--- src/source/fpmul_pkg.sv ---
/*
  binary32 multiplier shared definitions
  - format constants and canonical quiet NaN
  - fp32 word union, rounding modes
  - operand class, exception flags, stage-1 record
*/
package fpmul_pkg;

  localparam logic [7:0]  exp_bias  = 8'd127;
  localparam logic [7:0]  exp_max   = 8'd254;
  localparam logic [31:0] qnan_word = 32'h7fc0_0000;

  // special result select codes
  localparam logic [1:0] sel_zero = 2'd0;
  localparam logic [1:0] sel_inf  = 2'd1;
  localparam logic [1:0] sel_nan  = 2'd2;

  typedef struct packed {
    logic        sign;
    logic [7:0]  exp;
    logic [22:0] frac;
  } fp32_fields_t;

  // one word, raw or field view
  typedef union packed {
    logic [31:0]  bits;
    fp32_fields_t f;
  } fp32_t;

  typedef enum logic [1:0] {
    rne = 2'd0,
    rtz = 2'd1,
    rup = 2'd2,
    rdn = 2'd3
  } rmode_t;

  typedef struct packed {
    logic invalid;
    logic overflow;
    logic underflow;
    logic inexact;
  } fp_flags_t;

  typedef struct packed {
    logic zero;
    logic inf;
    logic nan;
    logic snan;
  } fp_class_t;

  // record handed from decode to round/pack
  typedef struct packed {
    logic              valid;
    logic              sign;
    logic signed [9:0] exp_sum;
    rmode_t            rmode;
    logic              special;
    logic [1:0]        special_word_sel;
    logic              invalid;
  } mul_stage_t;

endpackage

--- src/source/fp_operand_decode.sv ---
/*
  fp multiplier stage 1 decode
  - operand classification, subnormals read as zero
  - special case selection and invalid detection
  - product sign and unbiased exponent sum
*/
`timescale 1ns/1ns

module fp_operand_decode (
  input  logic                   clk,
  input  logic                   rst_n,
  input  logic                   en,
  input  fpmul_pkg::fp32_t       a,
  input  fpmul_pkg::fp32_t       b,
  input  fpmul_pkg::rmode_t      rmode,
  output fpmul_pkg::mul_stage_t  stage1
);
  import fpmul_pkg::*;

  fp_class_t         a_cls;
  fp_class_t         b_cls;
  logic              inf_times_zero;
  logic              res_nan;
  logic              res_inf;
  logic              res_zero;
  logic              res_invalid;
  logic [1:0]        word_sel;
  logic signed [9:0] exp_sum;

  function automatic fp_class_t classify(input fp32_t op);
    fp_class_t c;
    logic      exp_ones;
    exp_ones = &op.f.exp;
    // exponent zero covers subnormals too
    c.zero = (op.f.exp == 8'h00);
    c.inf  = exp_ones && (op.f.frac == 23'h0);
    c.nan  = exp_ones && (op.f.frac != 23'h0);
    c.snan = c.nan && !op.f.frac[22];
    return c;
  endfunction

  assign a_cls = classify(a);
  assign b_cls = classify(b);

  assign inf_times_zero = (a_cls.inf && b_cls.zero) || (b_cls.inf && a_cls.zero);
  assign res_nan        = a_cls.nan || b_cls.nan || inf_times_zero;
  assign res_inf        = !res_nan && (a_cls.inf || b_cls.inf);
  assign res_zero       = !res_nan && !res_inf && (a_cls.zero || b_cls.zero);
  assign res_invalid    = inf_times_zero || a_cls.snan || b_cls.snan;

  assign word_sel = res_nan ? sel_nan : (res_inf ? sel_inf : sel_zero);

  // biased + biased - bias, may go negative
  assign exp_sum = $signed({2'b00, a.f.exp}) + $signed({2'b00, b.f.exp})
                 - $signed({2'b00, exp_bias});

  always_ff @(posedge clk) begin
    if (!rst_n) begin
      stage1.valid <= 1'b0;
    end else begin
      stage1.valid <= en;
    end
    stage1.sign             <= a.f.sign ^ b.f.sign;
    stage1.exp_sum          <= exp_sum;
    stage1.rmode            <= rmode;
    stage1.special          <= res_nan || res_inf || res_zero;
    stage1.special_word_sel <= word_sel;
    stage1.invalid          <= res_invalid;
  end

  a_sel_legal: assert property (@(posedge clk) disable iff (!rst_n)
    stage1.valid |-> (stage1.special_word_sel != 2'd3));

endmodule

--- src/source/mant_multiplier.sv ---
/*
  registered 24x24 significand multiply
  - full 48-bit product, one cycle
*/
`timescale 1ns/1ns

module mant_multiplier (
  input  logic        clk,
  input  logic [23:0] a_sig,
  input  logic [23:0] b_sig,
  output logic [47:0] product
);

  logic [47:0] product_d;

  // single multiply stands in for the compressor tree and final adder
  assign product_d = a_sig * b_sig;

  always_ff @(posedge clk) begin
    product <= product_d;
  end

  // normalized inputs land in [1,4)
  a_prod_norm: assert property (@(posedge clk)
    (a_sig[23] && b_sig[23]) |=> (product[47] || product[46]));

endmodule

--- src/source/fp_round_pack.sv ---
/*
  fp multiplier stage 2
  - normalize by one place, round in four modes
  - overflow and flush-to-zero range check
  - special result bypass, exception flags, output register
*/
`timescale 1ns/1ns

module fp_round_pack (
  input  logic                   clk,
  input  logic                   rst_n,
  input  fpmul_pkg::mul_stage_t  stage1,
  input  logic [47:0]            product,
  output logic                   out_valid,
  output fpmul_pkg::fp32_t       result,
  output fpmul_pkg::fp_flags_t   flags
);
  import fpmul_pkg::*;

  logic [23:0]       sig;
  logic              round_bit;
  logic              sticky;
  logic              lost;
  logic              inc;
  logic [24:0]       sig_rnd;
  logic signed [9:0] exp_norm;
  logic signed [9:0] exp_fin;
  logic [22:0]       frac_fin;
  logic              ovf;
  logic              unf;
  logic              to_max;
  fp32_t             word_d;
  fp_flags_t         flags_d;

  // upper or lower window of a product in [1,4)
  always_comb begin
    if (product[47]) begin
      sig       = product[47:24];
      round_bit = product[23];
      sticky    = |product[22:0];
      exp_norm  = stage1.exp_sum + 10'sd1;
    end else begin
      sig       = product[46:23];
      round_bit = product[22];
      sticky    = |product[21:0];
      exp_norm  = stage1.exp_sum;
    end
  end

  assign lost = round_bit || sticky;

  always_comb begin
    case (stage1.rmode)
      rne:     inc = round_bit && (sticky || sig[0]);
      rtz:     inc = 1'b0;
      rup:     inc = lost && !stage1.sign;
      rdn:     inc = lost && stage1.sign;
      default: inc = 1'b0;
    endcase
  end

  assign sig_rnd = {1'b0, sig} + {24'h0, inc};

  // a carry out leaves a zero fraction and only bumps the exponent
  assign exp_fin  = exp_norm + $signed({9'b0, sig_rnd[24]});
  assign frac_fin = sig_rnd[22:0];

  assign ovf = exp_fin > $signed({2'b00, exp_max});
  assign unf = exp_fin < 10'sd1;

  // modes that never round away from zero for this sign
  assign to_max = (stage1.rmode == rtz)
               || (stage1.rmode == rup && stage1.sign)
               || (stage1.rmode == rdn && !stage1.sign);

  always_comb begin
    word_d  = '0;
    flags_d = '0;
    if (stage1.special) begin
      flags_d.invalid = stage1.invalid;
      case (stage1.special_word_sel)
        sel_nan: word_d.bits = qnan_word;
        sel_inf: word_d.f    = '{sign: stage1.sign, exp: 8'hff, frac: 23'h0};
        default: word_d.f    = '{sign: stage1.sign, exp: 8'h00, frac: 23'h0};
      endcase
    end else if (ovf) begin
      flags_d.overflow = 1'b1;
      flags_d.inexact  = 1'b1;
      if (to_max) begin
        word_d.f = '{sign: stage1.sign, exp: exp_max, frac: 23'h7fffff};
      end else begin
        word_d.f = '{sign: stage1.sign, exp: 8'hff, frac: 23'h0};
      end
    end else if (unf) begin
      // flush to signed zero
      flags_d.underflow = 1'b1;
      flags_d.inexact   = 1'b1;
      word_d.f = '{sign: stage1.sign, exp: 8'h00, frac: 23'h0};
    end else begin
      flags_d.inexact = lost;
      word_d.f = '{sign: stage1.sign, exp: exp_fin[7:0], frac: frac_fin};
    end
  end

  always_ff @(posedge clk) begin
    if (!rst_n) begin
      out_valid <= 1'b0;
    end else begin
      out_valid <= stage1.valid;
    end
    result <= word_d;
    flags  <= flags_d;
  end

  a_valid_known: assert property (@(posedge clk) disable iff (!rst_n)
    !$isunknown(out_valid));

endmodule

--- src/source/fpmul_top.sv ---
/*
  pipelined binary32 multiplier, two cycle latency
  - decode and significand multiply in stage 1
  - round and pack in stage 2
*/
`timescale 1ns/1ns

module fpmul_top (
  input  logic                  clk,
  input  logic                  rst_n,
  input  logic                  en,
  input  fpmul_pkg::fp32_t      a,
  input  fpmul_pkg::fp32_t      b,
  input  fpmul_pkg::rmode_t     rmode,
  output logic                  out_valid,
  output fpmul_pkg::fp32_t      result,
  output fpmul_pkg::fp_flags_t  flags
);
  import fpmul_pkg::*;

  mul_stage_t  stage1;
  logic [47:0] product;

  fp_operand_decode u_decode (
    .clk    (clk),
    .rst_n  (rst_n),
    .en     (en),
    .a      (a),
    .b      (b),
    .rmode  (rmode),
    .stage1 (stage1)
  );

  // hidden bit set for any nonzero exponent
  mant_multiplier u_mult (
    .clk     (clk),
    .a_sig   ({|a.f.exp, a.f.frac}),
    .b_sig   ({|b.f.exp, b.f.frac}),
    .product (product)
  );

  fp_round_pack u_round (
    .clk       (clk),
    .rst_n     (rst_n),
    .stage1    (stage1),
    .product   (product),
    .out_valid (out_valid),
    .result    (result),
    .flags     (flags)
  );

endmodule

--- config.mk ---
export PLATFORM = sky130hd
export DESIGN_NAME = fpmul_top
export DESIGN_NICKNAME = d
export VERILOG_FILES = /design/src/source/fpmul_pkg.sv /design/src/source/fp_operand_decode.sv /design/src/source/mant_multiplier.sv /design/src/source/fp_round_pack.sv /design/src/source/fpmul_top.sv
export SDC_FILE = /design/constraint.sdc
export NUM_CORES = 2
export LEC_CHECK = 0
export BUFFER_PORTS_ARGS = -buffer_cell sky130_fd_sc_hd__buf_2
export CORE_UTILIZATION = 36
export CTS_CLUSTER_SIZE = 40
export DETAILED_ROUTE_END_ITERATION = 16
export SYNTH_ARGS = -nofsm -noshare
export SYNTH_HDL_FRONTEND = slang
export SYNTH_SLANG_ARGS = --single-unit
--- constraint.sdc ---
create_clock -name clk -period 18.3 [get_ports clk]
set_input_delay 1.83 -clock clk [delete_from_list [all_inputs] [get_ports clk]]
set_output_delay 1.83 -clock clk [all_outputs]
set_load 0.02 [all_outputs]
==> impl_metrics.toml <==
[routing]
dr.pass1.iters = 5
vias_per_cell = 4.986
wire_per_inst_um = 17.89
ant_nets = 0
wl_met2_um = 30990
drc = 0
drt_iter0_markers = 1103
wl_met3_um = 2808
wirelength_um = 62050
vias = 17295
highest_layer = "met4"
m1WireLength_um = 27240

[clocking]
cts_buffer_depth = 2
numCtsBuffers = 9
htree_levels = 3
cts-resized-gates = 0
cts_setup_buffers = 0
clk_latency_ns = 0.35
path_clk_slew_ns = 0.07
cts_tree = "built"
cts_sinks = 103
holdBufCountCts = 0
cts_root_buffer = "clkbuf_16"

[yosys]
yosysWarnings = 0
syn_area_per_cell_um2 = 8.841
synthArstFlopShare = 0
synthDistinctLibCells = 79
syn_area_um2 = 23290
synth_seq_cells = 103
syn_inst = 2634
synthFlopType = "dfxtp_1"
yosysSeqAreaShare = 0.08855
synth_edf_count = 0
mappedNetlistNets = 3377

[critical_path]
worstPathRequired_ns = 18.59
cp_data_arrival_time_ns = 9.04
crit_type = "primary input to flop"
start_kind = "primary input"
crit_fanout = 26
r2r_cells = 22
end_kind = "flop"

[place]
gp_congestion = 0.8703
port_buffers = 105
dp_hpwl_um = 47840
placedCellCount = 3452
place_ws_ns = 9.204

[hold_path]
holdCritPathClass = "flop to flop"
hold_path_depth = 1

[cells_and_area]
stdcell_count = 3469
fill_cells = 6540
area_growth_pct = 5.868
fin_nets = 3360
final_common_cell = "inv_1"
layout_common_cells = "inv_1, fa_1, nand2_1"
drive_above_1_share = 0.05759

[sta]
tns_ns = 0
layout_min_cycle_time_ns = 8.758
tightest_slew_ns = 0.8709
slew_violations = 0
max_clock_freq_ghz = 0.1142
setup_viol = 0
rsz0062_at_grt = "no"
fin_ws_ns = 9.543
max_slew_margin = 0.4178
fin_crit_sh = 0.4786
finalClockSkew_ns = 0.01017
hold_viol = 0

[grt]
grt_pass1_wl_um = 100900
first_global_vias = 18146
grt_overflow = 0
antenna_found_initial = 0
grt_start_max_net_pins = 63
track_usage = 0.1936

[die]
dieArea_um2 = 65710
row_count = 92
initial_core_util = 0.3665
die_w_um = 256.3
fp.coreArea_um2 = 63540
die_h_um = 256.3
pin_count = 106

[flow_run]
max-cap-violations = 0

[status]
status = "finished, final reports clean"
-- synth_stat cells, types with 5 or more instances --
library cell | count | area (µm²)
nand2b_1 | 5 | 31.28
ha_1 | 191 | 2390
fa_1 | 483 | 9669
nand4_1 | 18 | 112.6
nor2b_1 | 11 | 68.82
xor2_1 | 41 | 359.1
nor2_1 | 62 | 232.7
a31oi_1 | 7 | 43.79
nor3_1 | 10 | 50.05
nand2_1 | 422 | 1584
o21ai_0 | 48 | 240.2
o21bai_1 | 11 | 82.58
dfxtp_1 | 103 | 2062
buf_2 | 5 | 25.02
nand3_1 | 32 | 160.2
and2_1 | 235 | 1470
o21a_1 | 8 | 60.06
a21oi_1 | 61 | 305.3
inv_1 | 531 | 1993
nor4_1 | 21 | 131.4
clkbuf_1 | 124 | 465.5
and3_1 | 8 | 50.05
mux2i_1 | 10 | 100.1
a21o_1 | 26 | 195.2
o21ai_1 | 17 | 85.08
xnor2_1 | 56 | 490.5
a211oi_1 | 8 | 60.06
-- final timing paths --
path | slack [ns] | endpoint | start
worst max-delay path | 9.54 | u_mult.product[44] | a[24]
worst min-delay path | 0.44 | u_round.out_valid | u_decode.stage1[17]
worst max register to register | 12.00 | u_round.result[6] | u_mult.product[47]
worst min register to register | 0.44 | u_round.out_valid | u_decode.stage1[17]
-- stage by stage --
step	area [µm²]	hold WS, ns	util
finish	24650	0.4427	0.3880
global route	24650	0.4904	0.3879
CTS	24650	0.4530	0.3879
detailed placement	24350	0.4354	0.3832
global placement	24350	0.4332	0.3832
floorplan	23290	0.4118	-
-- routing by layer --
metal,vias up,global-route usage
li1,7925,-
met1,8864,0.2646
met2,435,0.3363
met3,71,0.01364
met4,0,0.03809
met5,-,0
-- area by class of cell --
class | count | area, µm² | area share
clock inverters | 5 | 46.29 | 0.001878
inverters | 531 | 1993 | 0.08085
multi-input cells | 1863 | 18680 | 0.7578
clock buffers | 11 | 252.7 | 0.01025
flip-flops and latches | 103 | 2063 | 0.08369
diodes | 1 | 2.502 | 0.0001015
well taps | 846 | 1059 | 0.04294
repair buffers | 109 | 555.5 | 0.02253
-- state kept, by name (all words and copies together), names as in the netlist --
signal and count:
u_round.out_valid 1, u_round.flags 4, u_mult.product 48, u_round.result 32, u_decode.stage1 18
-- worst max-delay path, stage by stage --
cell and delay (ns):
buf_2 0.14, nor4_1 0.34, nand2_1 0.09, buf_4 0.25, and2_1 0.23, fa_1 0.50, fa_1 0.52, fa_1 0.54
inv_1 0.05, fa_1 0.49, inv_1 0.06, fa_1 0.54, inv_1 0.05, fa_1 0.47, inv_1 0.05, fa_1 0.35
ha_1 0.40, o21ai_0 0.20, a21oi_1 0.14, a2111oi_4 0.37, o2111ai_2 0.20, a221oi_2 0.40, a21oi_2 0.18, a311o_1 0.36
a21oi_2 0.15, xnor2_1 0.12
-- logic make-up (layout without fill, tap and decap cells) --
kind of cell	Yosys count	in the layout	synth area share
multiplexers	13	13	0.005749
AND/OR/NAND/NOR	844	844	0.1745
flip-flops	103	103	0.08855
buffers and inverters	668	656	0.1092
AO/OA/AOI/OAI	234	234	0.06690
XOR/XNOR	98	98	0.03718
other	0	1	0
adder cells (fa/ha/maj)	674	674	0.5179
Power is not shown: default switching activity piles up to over one toggle a cycle in this logic, so the estimate is an artifact.
